[config.mk]
export PLATFORM = sky130hd
export DESIGN_NAME = wfg_top
export DESIGN_NICKNAME = d
export VERILOG_FILES = /design/src/wfg_pkg.sv /design/src/wfg_top.sv /design/src/wfg_drive_spi.sv /design/src/wfg_stim_ramp.sv /design/src/wfg_core.sv
export SDC_FILE = /design/constraint.sdc
export NUM_CORES = 1
export LEC_CHECK = 0
export ABC_CLOCK_PERIOD_IN_PS = 8100
export BUFFER_PORTS_ARGS = -buffer_cell sky130_fd_sc_hd__buf_2
export CORE_MARGIN = 1.5
export CORE_UTILIZATION = 64
export CTS_BUF_LIST = sky130_fd_sc_hd__clkbuf_16
export DETAILED_ROUTE_END_ITERATION = 10
export GPL_TIMING_DRIVEN = 0
export PLACE_DENSITY = 0.85
export SLEW_MARGIN = 20
export SYNTH_ARGS = -nofsm -noshare
export SYNTH_HDL_FRONTEND = slang
export SYNTH_HIERARCHICAL = 1
export SYNTH_SLANG_ARGS = --single-unit
[constraint.sdc]
create_clock -name clk -period 8.1 [get_ports clk]
set_input_delay 0.81 -clock clk [delete_from_list [all_inputs] [get_ports clk]]
set_output_delay 0.81 -clock clk [all_outputs]
set_load 0.02 [all_outputs]
[src/wfg_pkg.sv]
//**************************************************************************
// Shared types of the waveform generator. RTL and testbench import this.
//**************************************************************************
`default_nettype none

package wfg_pkg;

    // Clock cycles per SCLK half period, minus one
    typedef logic [7:0] clk_div_t;

    // Frame size in bytes, minus one
    typedef logic [1:0] dff_t;

    // Divider for the core timebase
    typedef logic [7:0] pulse_div_t;

    typedef struct packed {
        clk_div_t div;
        logic     cpol;     // SCLK idle level
        logic     lsbfirst;
        dff_t     dff;
        logic     sspol;    // Chip select active level
    } spi_cfg_t;

    typedef struct packed {
        pulse_div_t subcycle_div; // Clocks per subcycle, minus one
        pulse_div_t sync_count;   // Subcycles per sync, minus one
    } core_cfg_t;

    typedef struct packed {
        logic [31:0] start;
        logic [31:0] inc;
    } ramp_cfg_t;

    typedef enum logic [1:0] {
        ST_IDLE,
        ST_SEND_DATA,
        ST_LAST_BIT
    } spi_state_t;

endpackage

`default_nettype wire
[src/wfg_top.sv]
//**************************************************************************
// Waveform generator top. Timebase, ramp source and SPI driver in a chain.
//**************************************************************************
`default_nettype none

module wfg_top import wfg_pkg::*; #(
    parameter int AXIS_DATA_WIDTH = 32
) (
    input  logic      clk,
    input  logic      rst_n,
    input  logic      en_i,
    input  core_cfg_t core_cfg_i,
    input  ramp_cfg_t ramp_cfg_i,
    input  logic      ramp_load_i,
    input  spi_cfg_t  spi_cfg_i,
    output logic      spi_sclk_o,
    output logic      spi_cs_no,
    output logic      spi_sdo_o
);

    logic                       core_sync;
    logic                       core_subcycle;
    logic                       axis_tvalid;
    logic                       axis_tready;
    logic                       axis_tlast;
    logic [AXIS_DATA_WIDTH-1:0] axis_tdata;

    wfg_core core_i (
        .clk        (clk),
        .rst_n      (rst_n),
        .en_i       (en_i),
        .cfg_i      (core_cfg_i),
        .subcycle_o (core_subcycle),
        .sync_o     (core_sync)
    );

    wfg_stim_ramp #(
        .AXIS_DATA_WIDTH (AXIS_DATA_WIDTH)
    ) stim_ramp_i (
        .clk           (clk),
        .rst_n         (rst_n),
        .load_i        (ramp_load_i),
        .cfg_i         (ramp_cfg_i),
        .axis_tready_i (axis_tready),
        .axis_tvalid_o (axis_tvalid),
        .axis_tlast_o  (axis_tlast),
        .axis_tdata_o  (axis_tdata)
    );

    wfg_drive_spi #(
        .AXIS_DATA_WIDTH (AXIS_DATA_WIDTH)
    ) drive_spi_i (
        .clk             (clk),
        .rst_n           (rst_n),
        .core_sync_i     (core_sync),
        .core_subcycle_i (core_subcycle),
        .axis_tready_o   (axis_tready),
        .axis_tvalid_i   (axis_tvalid),
        .axis_tlast_i    (axis_tlast),
        .axis_tdata_i    (axis_tdata),
        .ctrl_en_i       (en_i),
        .cfg_i           (spi_cfg_i),
        .spi_sclk_o      (spi_sclk_o),
        .spi_cs_no       (spi_cs_no),
        .spi_sdo_o       (spi_sdo_o)
    );

endmodule

`default_nettype wire

[src/wfg_drive_spi.sv]
//**************************************************************************
// SPI transmitter. Takes one stream word per sync pulse and shifts it out.
//**************************************************************************
`default_nettype none

module wfg_drive_spi import wfg_pkg::*; #(
    parameter int AXIS_DATA_WIDTH = 32
) (
    input  logic                       clk,
    input  logic                       rst_n,

    input  logic                       core_sync_i,
    input  logic                       core_subcycle_i, // Not used by this driver

    output logic                       axis_tready_o,
    input  logic                       axis_tvalid_i,
    input  logic                       axis_tlast_i,    // Frames ignore tlast
    input  logic [AXIS_DATA_WIDTH-1:0] axis_tdata_i,

    input  logic                       ctrl_en_i,
    input  spi_cfg_t                   cfg_i,

    output logic                       spi_sclk_o,
    output logic                       spi_cs_no,
    output logic                       spi_sdo_o
);

    spi_state_t                 state;
    spi_state_t                 state_next;

    spi_cfg_t                   cfg_q;    // Held for the whole frame
    clk_div_t                   counter;  // Clocks left in the half period
    logic [4:0]                 bit_cnt;  // Bits left after the current one
    logic [4:0]                 msb_idx;
    logic [AXIS_DATA_WIDTH-1:0] shift_q;
    logic                       spi_clk;  // Internal SCLK, 1 means leading phase
    logic                       spi_cs;   // Internal select, 1 means active
    logic                       ready;
    logic                       half_done;

    assign msb_idx   = {cfg_q.dff, 3'b111};
    assign half_done = (counter == '0);

    always_ff @(posedge clk or negedge rst_n) begin
        if (!rst_n) begin
            state <= ST_IDLE;
        end else begin
            state <= state_next;
        end
    end

    always_comb begin
        state_next = state;
        case (state)
            ST_IDLE: begin
                // Syncs during a frame fall through here unseen
                if (core_sync_i && axis_tvalid_i && ctrl_en_i) begin
                    state_next = ST_SEND_DATA;
                end
            end
            ST_SEND_DATA: begin
                if (half_done && (bit_cnt == '0) && spi_clk) begin
                    state_next = ST_LAST_BIT;
                end
            end
            ST_LAST_BIT: begin
                if (half_done) begin
                    state_next = ST_IDLE; // After one trailing half period
                end
            end
            default: begin
                state_next = ST_IDLE;
            end
        endcase
    end

    always_ff @(posedge clk or negedge rst_n) begin
        if (!rst_n) begin
            cfg_q      <= '0;
            counter    <= '0;
            bit_cnt    <= '0;
            shift_q    <= '0;
            spi_clk    <= 1'b0;
            spi_cs     <= 1'b0;
            ready      <= 1'b0;
            spi_sclk_o <= 1'b0;
            spi_cs_no  <= 1'b0;
            spi_sdo_o  <= 1'b0;
        end else begin
            // Polarities applied on the pins
            spi_sclk_o <= cfg_q.cpol ^ spi_clk;
            spi_cs_no  <= cfg_q.sspol ? spi_cs : !spi_cs;
            spi_sdo_o  <= cfg_q.lsbfirst ? shift_q[0] : shift_q[msb_idx];
            ready      <= 1'b0;

            case (state_next)
                ST_IDLE: begin
                    cfg_q   <= cfg_i; // Track config between frames
                    counter <= '0;
                    spi_clk <= 1'b0;
                    spi_cs  <= 1'b0;
                    shift_q <= '0;
                end
                ST_SEND_DATA: begin
                    spi_cs <= 1'b1;
                    if (state == ST_IDLE) begin
                        shift_q <= axis_tdata_i;
                        ready   <= 1'b1; // Accept the word one cycle after sync
                        counter <= cfg_q.div;
                        bit_cnt <= msb_idx;
                    end else if (half_done) begin
                        spi_clk <= !spi_clk;
                        counter <= cfg_q.div;
                        if (spi_clk) begin
                            // Trailing edge, next bit goes out
                            bit_cnt <= bit_cnt - 1'b1;
                            if (cfg_q.lsbfirst) begin
                                shift_q <= {1'b0, shift_q[AXIS_DATA_WIDTH-1:1]};
                            end else begin
                                shift_q <= {shift_q[AXIS_DATA_WIDTH-2:0], 1'b0};
                            end
                        end
                    end else begin
                        counter <= counter - 1'b1;
                    end
                end
                ST_LAST_BIT: begin
                    spi_cs  <= 1'b1; // Select stays active for the tail
                    spi_clk <= 1'b0;
                    shift_q <= '0;
                    if (state == ST_SEND_DATA) begin
                        counter <= cfg_q.div;
                    end else begin
                        counter <= counter - 1'b1;
                    end
                end
                default: begin
                    spi_clk <= 1'b0;
                    spi_cs  <= 1'b0;
                end
            endcase
        end
    end

    assign axis_tready_o = ready;

endmodule

`default_nettype wire

[src/wfg_stim_ramp.sv]
//**************************************************************************
// Ramp source on a valid/ready stream. Load sets the start, each beat adds inc.
//**************************************************************************
`default_nettype none

module wfg_stim_ramp import wfg_pkg::*; #(
    parameter int AXIS_DATA_WIDTH = 32
) (
    input  logic                       clk,
    input  logic                       rst_n,
    input  logic                       load_i,
    input  ramp_cfg_t                  cfg_i,
    input  logic                       axis_tready_i,
    output logic                       axis_tvalid_o,
    output logic                       axis_tlast_o,
    output logic [AXIS_DATA_WIDTH-1:0] axis_tdata_o
);

    logic [31:0] acc;     // Current sample
    logic [32:0] sum;     // Next sample with carry
    logic        carry_q; // Set when the last step wrapped
    logic        valid;

    assign valid = !load_i;
    assign sum   = {1'b0, acc} + {1'b0, cfg_i.inc};

    always_ff @(posedge clk or negedge rst_n) begin
        if (!rst_n) begin
            acc     <= '0;
            carry_q <= 1'b0;
        end else if (load_i) begin
            acc     <= cfg_i.start;
            carry_q <= 1'b0;
        end else if (axis_tready_i) begin
            // Advance only on an accepted beat, hold otherwise
            acc     <= sum[31:0];
            carry_q <= sum[32];
        end
    end

    assign axis_tvalid_o = valid;
    assign axis_tdata_o  = acc[AXIS_DATA_WIDTH-1:0]; // Lower bits only for narrow streams
    assign axis_tlast_o  = carry_q;

endmodule

`default_nettype wire

[src/wfg_core.sv]
//**************************************************************************
// Timebase. Emits a subcycle pulse and a slower sync pulse while enabled.
//**************************************************************************
`default_nettype none

module wfg_core import wfg_pkg::*; (
    input  logic      clk,
    input  logic      rst_n,
    input  logic      en_i,
    input  core_cfg_t cfg_i,
    output logic      subcycle_o,
    output logic      sync_o
);

    pulse_div_t sub_cnt;  // Clocks left in this subcycle
    pulse_div_t sync_cnt; // Subcycles left until sync
    logic       sub_tick;

    assign sub_tick = (sub_cnt == '0);

    always_ff @(posedge clk or negedge rst_n) begin
        if (!rst_n) begin
            sub_cnt    <= '0;
            sync_cnt   <= '0;
            subcycle_o <= 1'b0;
            sync_o     <= 1'b0;
        end else if (!en_i) begin
            sub_cnt    <= '0; // First pulses come right after enable
            sync_cnt   <= '0;
            subcycle_o <= 1'b0;
            sync_o     <= 1'b0;
        end else begin
            subcycle_o <= sub_tick;
            sync_o     <= sub_tick && (sync_cnt == '0);
            if (sub_tick) begin
                sub_cnt <= cfg_i.subcycle_div;
                if (sync_cnt == '0) begin
                    sync_cnt <= cfg_i.sync_count;
                end else begin
                    sync_cnt <= sync_cnt - 1'b1;
                end
            end else begin
                sub_cnt <= sub_cnt - 1'b1;
            end
        end
    end

endmodule

`default_nettype wire

== Word-level counts from Yosys, hierarchy flattened ==
Index checks and enable logic that the tools add are counted.

* Word-level logic and storage cells: 93
* Output and inout port bits: 3
* Register bits after elaboration: 115
* Input port bits: 97

* Add/subtract/negate cells: 5
* Equality and inequality tests: 9
* Mux-type cells: 34
* Bitwise operators: 1
* $lt $le $gt $ge: 1
* Reduce and logical (&&, ||, !) cells: 24

{| class="wikitable"
|+ Operator list
! operator !! count
|-
| 32-bit two-way mux || 6
|-
| 8-bit two-way mux || 8
|-
| 32-bit one-hot mux with 2 select lines || 1
|-
| 32-bit adder || 1
|-
| 8-bit logical NOT || 3
|-
| 8-bit one-hot mux with 3 select lines || 1
|-
| 8-bit by 1-bit subtractor with 8-bit output (second input constant) || 3
|-
| 5-bit two-way mux || 3
|-
| 1-bit two-way mux || 10
|-
| 2-bit nonzero test || 4
|-
| 5-bit by 6-bit < comparator with 1-bit output (second input constant) || 1
|-
| 2-bit two-way mux || 3
|-
| 3-bit by 1-bit inequality test with 1-bit output (second input constant) || 2
|-
| 2-bit one-hot mux with 3 select lines || 1
|-
| 3-bit AND reduction || 2
|-
| 1-bit logical AND || 5
|-
| 5-bit logical NOT || 1
|-
| 5-bit by 1-bit subtractor with 5-bit output (second input constant) || 1
|-
| 2-bit by 1-bit equality test with 1-bit output (second input constant) || 2
|-
| 2-bit equality test (second input constant) || 2
|-
| 2-bit logical NOT || 2
|-
| 2-bit by 1-bit inequality test with 1-bit output (second input constant) || 2
|-
| 2-bit OR reduction || 2
|-
| 1-bit logical NOT || 3
|-
| 5 further kinds || 5
|}

== Logic depth before layout (Yosys ltp) ==
* Word-level depth: 9
* Mapped depth: 15

== Hierarchy ==
The synthesis kept the hierarchy.

{| class="wikitable"
|+ Modules (own cells, without submodules)
! module !! cells an instance !! area an instance (µm²) !! instances
|-
| wfg_drive_spi || 378 || 3921.3 || 1
|-
| wfg_stim_ramp || 388 || 3209.3 || 1
|-
| wfg_core || 113 || 1058.5 || 1
|}

== Worst setup path before layout ==
Ideal clock, no wire load.

* Path type: register to register
* Start point: register drive_spi_i.counter[0]
* End point: register drive_spi_i.shift_q[1]
* Arrival time: 3168 ps
* Data required time: 8008 ps
* Stages on the path, launching flop included: 16
* Period minus slack after synthesis: 3260 ps
* Slack: 4840 ps
* Path through: dfrtp_1 > inv_1 > ha_1 > nor3b_2 > a41oi_1 > a41oi_2 > buf_6 > inv_2 > ha_1 > clkbuf_1 > o21ai_0 > a31oi_2 > or2_1 > buf_6 > buf_6 > o31ai_2

* Longest elaborated chain between the ends: 9
* Elaborated cells between the ends (all ways): 15
* Those cells by class: 4 x eq/ne; 4 x mux; 7 x reduce/logical

{| class="wikitable"
|+ Ends and longest elaborated chain
! item !! line !! source
|-
| start: declaration || wfg_drive_spi.sv:32 || <nowiki>clk_div_t counter;</nowiki>
|-
| start signal: assignment || wfg_drive_spi.sv:109 || <nowiki>counter <= cfg_q.div;</nowiki>
|-
| start signal: assignment || wfg_drive_spi.sv:113 || <nowiki>counter <= cfg_q.div;</nowiki>
|-
| start signal: assignment || wfg_drive_spi.sv:124 || <nowiki>counter <= counter - 1'b1;</nowiki>
|-
| 8-bit logical NOT (*) || wfg_drive_spi.sv:42 || <nowiki>assign half_done = (counter == '0);</nowiki>
|-
| 1-bit logical AND (2 in series) || wfg_drive_spi.sv:62 || <nowiki>if (half_done && (bit_cnt == '0) && spi_clk) begin</nowiki>
|-
| 2-bit two-way mux || wfg_drive_spi.sv:62 ||
|-
| 2-bit one-hot mux with 3 select lines (*) || wfg_drive_spi.sv:54 || <nowiki>case (state)</nowiki>
|-
| via drive_spi_i.state_next[0] || wfg_drive_spi.sv:29 || <nowiki>spi_state_t state_next;</nowiki>
|-
| 2-bit equality test / 2-bit logical NOT (equally long branches) || wfg_drive_spi.sv:96 || <nowiki>case (state_next)</nowiki>
|-
| 2-bit OR reduction (no line) || n/a ||
|-
| 2-bit nonzero test (no line) || n/a ||
|-
| 3-bit AND reduction (no line) || n/a ||
|-
| end signal: assignment || wfg_drive_spi.sv:107 || <nowiki>shift_q <= axis_tdata_i;</nowiki>
|-
| end signal: assignment || wfg_drive_spi.sv:118 || <nowiki>shift_q <= {1'b0, shift_q[AXIS_DATA_WIDTH-1:1]};</nowiki>
|-
| end signal: assignment || wfg_drive_spi.sv:120 || <nowiki>shift_q <= {shift_q[AXIS_DATA_WIDTH-2:0], 1'b0};</nowiki>
|-
| end: declaration || wfg_drive_spi.sv:35 || <nowiki>logic [AXIS_DATA_WIDTH-1:0] shift_q;</nowiki>
|}

The timed path passes the listed nets; every way through them passes the cells marked *.
A chain may end at the register's enable or synchronous reset.

== Final worst setup path ==
* Start point: register drive_spi_i.counter[0]
* End point: register drive_spi_i.shift_q[25]

Same word-level chain as after synthesis.

==> results.yml <==
timing:
  layout_min_cycle_time_ns: 4.39
  setup_tns_ns: 0
  report.final.slew_viol_count: 0
  rsz0062_at_grt: "false"
  timing.final.ws_setup_ns: 3.71
  hold_viol: 0
  setup_viol_count_final: 0
  worst_slew_pin_slew_ns: 0.873
  skew_ns: 0.00752
  max-slew-margin-rel_pct: 41.8
  fmax_mhz: 228
  period_share_pct: 54.2
die:
  start_util_pct: 66.4
  die-area_mm2: 0.0134
  fp.dieW_um: 116
  die_h_um: 116
  core_area_mm2: 0.0122
  io_pins: 100
  rows: 40
cts:
  clk_latency_ns: 0.41
  htree_levels: 4
  ctsLongestPathBuffers: 2
  path_clk_slew_ns: 0.05
  cts_hold_buf: 0
  numCtsBuffers: 17
  postCtsSetupBuffers: 0
  clock-sinks: 115
  cts_tree: "done"
  post_cts_resized: 0
  clock-root-buffer: "clkbuf_16"
power:
  p_per_area_mw_per_mm2: 395
  p_seq_share_pct: 26.9
  p_leak_nw: 4.27
  power_frac_comb_pct: 51.1
  ir_drop_v: 0.000238
  switching_share_pct: 43.2
  p_total_mw: 3.75
  pwr-share-clk_pct: 22.1
  power.switching_mw: 1.62
  intPower_mw: 2.13
synthesis:
  avgSynthCellArea_um2: 9.29
  netlist_area_mm2: 0.00811
  synth_cells: 873
  ys.warnings.count: 6
  syn_nets: 1014
worst_setup_path:
  start_kind: "flip-flop"
  r2r_setup_slack_ns: 3.71
  required_ns: 8.40
  r2r-start: "drive_spi_i/counter[0]$_DFFE_PN0P_"
  reg2reg_to: "drive_spi_i/shift_q[25]$_DFFE_PN0P_"
  cp_max_fo: 11
  endpoint_kind: "flip-flop"
  r2r_cells: 15
  arrival_ns: 4.69
  setup.worst_path.class: "reg2reg"
route:
  via_count: 7542
  postRouteAntennaNets: 0
  vias_per_cell: 6.44
  drt_iter0_drc: 794
  drtPass1Iterations: 7
  routedWlPerCell_um: 19.2
  routed_wl_um: 22400
  drt_drc_violations_left: 0
cells_and_area:
  final_layout_size_suffix_gt1_share_pct: 21.8
  final_area_mm2: 0.00949
  final_cells: 1171
  syn_to_final_growth_pct: 17.0
  antenna_cells: 0
  fin_nets: 1132
placement:
  place_area_mm2: 0.00885
  dp.cells: 1140
  dp_hpwl_um: 15600
  dp_slack_ns: 4.00
  portBuffers: 98
  place_congestion: 0.904
job:
  max-cap-violations: 0
global_route:
  grt-ovfl-total: 0
  grt_pass1_wl_um: 36300
  grt_pass1_vias: 7325
  grt_max_degree: 82
  grt_antenna_before_repair: 0
  grt_usage_pct: 34.8
hold_path:
  hold_path.class: "in2async"
outcome:
  status: "completed"
-- critical path: stages (launching register included) --
cell      delay (ns)
dfrtp_1         0.43
inv_1           0.08
ha_1            0.21
nor3b_2         0.68
a41oi_1         0.30
a41oi_2         0.56
buf_6           0.26
inv_2           0.07
ha_1            0.20
clkbuf_1        0.23
o21ai_0         0.23
a31oi_2         0.14
or2_1           0.30
buf_6           0.14
buf_6           0.15
o31ai_2         0.29
-- power groups by stage --
stage | Clock [mW] | Combinational, mW | Sequential (mW)
final | 0.827 | 1.92 | 1.01
after global routing | 0.858 | 2.09 | 1.03
after CTS | 0.831 | 1.88 | 1.00
after detailed placement | 0 | 1.84 | 1.00
after global placement | 0 | 1.78 | 0.999
after floorplan | 0 | 1.45 | 0.942
-- per-stage QoR --
step | util, % | hold WS, ns
after floorplan | - | 0.416
after global placement | 72.2 | 0.421
after detailed placement | 72.5 | 0.434
after CTS | 77.7 | 0.296
after global routing | 77.7 | 0.308
final | 77.7 | 0.291
-- per-layer routing --
metal / part of all wire (%) / wire, um / up-vias / global-route usage [%]
li1: - / - / 3497 / -
met1: 42 / 9400 / 3651 / 46.0
met2: 49 / 10900 / 353 / 57.4
met3: 7.6 / 1700 / 41 / 7.17
met4: 1.7 / 386 / 0 / 11.5
met5: 0 / 0 / - / 0
-- flip-flops by register name, indices dropped and copies added, names as in the netlist --
signal                     cells
drive_spi_i/counter            8
drive_spi_i/spi_sdo_o          1
core_i/sync_cnt                8
drive_spi_i/state              2
drive_spi_i/spi_cs_no          1
drive_spi_i/shift_q           32
stim_ramp_i/axis_tdata_o      32
drive_spi_i/spi_sclk_o         1
drive_spi_i/axis_tready_o      1
drive_spi_i/cfg_q             13
drive_spi_i/bit_cnt            5
drive_spi_i/spi_cs             1
drive_spi_i/spi_clk            1
core_i/sync_o                  1
core_i/sub_cnt                 8
-- placed cells by master, fill, tap and decap left out, drive strengths merged, types with 9 or more instances in the layout --
cell type / n
o21ai: 96
o211ai: 9
o31ai: 34
xnor2: 22
nand3: 24
ha: 43
nor3: 9
a21oi: 83
dfrtp: 115
mux2: 16
nand4: 15
mux2i: 57
clkbuf: 48
a22oi: 10
nor2: 57
nand2: 64
xor2: 11
buf: 123
inv: 27
a21o: 12
clkinv: 9
-- worst max path at each step --
stage	start	endpoint	slack, ns	depth (start not counted)
6_report	drive_spi_i/counter[0]$_DFFE_PN0P_	drive_spi_i/shift_q[25]$_DFFE_PN0P_	3.71	15
5_1_grt	drive_spi_i/counter[0]$_DFFE_PN0P_	drive_spi_i/shift_q[25]$_DFFE_PN0P_	3.53	15
4_1_cts	drive_spi_i/counter[0]$_DFFE_PN0P_	drive_spi_i/shift_q[25]$_DFFE_PN0P_	3.82	15
3_5_place_dp	drive_spi_i/counter[0]$_DFFE_PN0P_	drive_spi_i/shift_q[27]$_DFFE_PN0P_	4.00	15
3_3_place_gp	drive_spi_i/counter[0]$_DFFE_PN0P_	drive_spi_i/shift_q[26]$_DFFE_PN0P_	4.20	15
2_1_floorplan	drive_spi_i/counter[0]$_DFFE_PN0P_	drive_spi_i/shift_q[1]$_DFFE_PN0P_	4.84	15
-- final cells by class --
type                    instances  area (um2)
multi-input cells             675        4850
clock inverters                14         216
well taps                     168         210
fillers                       928        2720
plain buffers                  55         283
flip-flops and latches        115        2880
inverters                      28         105
clock buffers                  17         425
repair buffers                 99         524
Power figures use the tool's default switching activity.
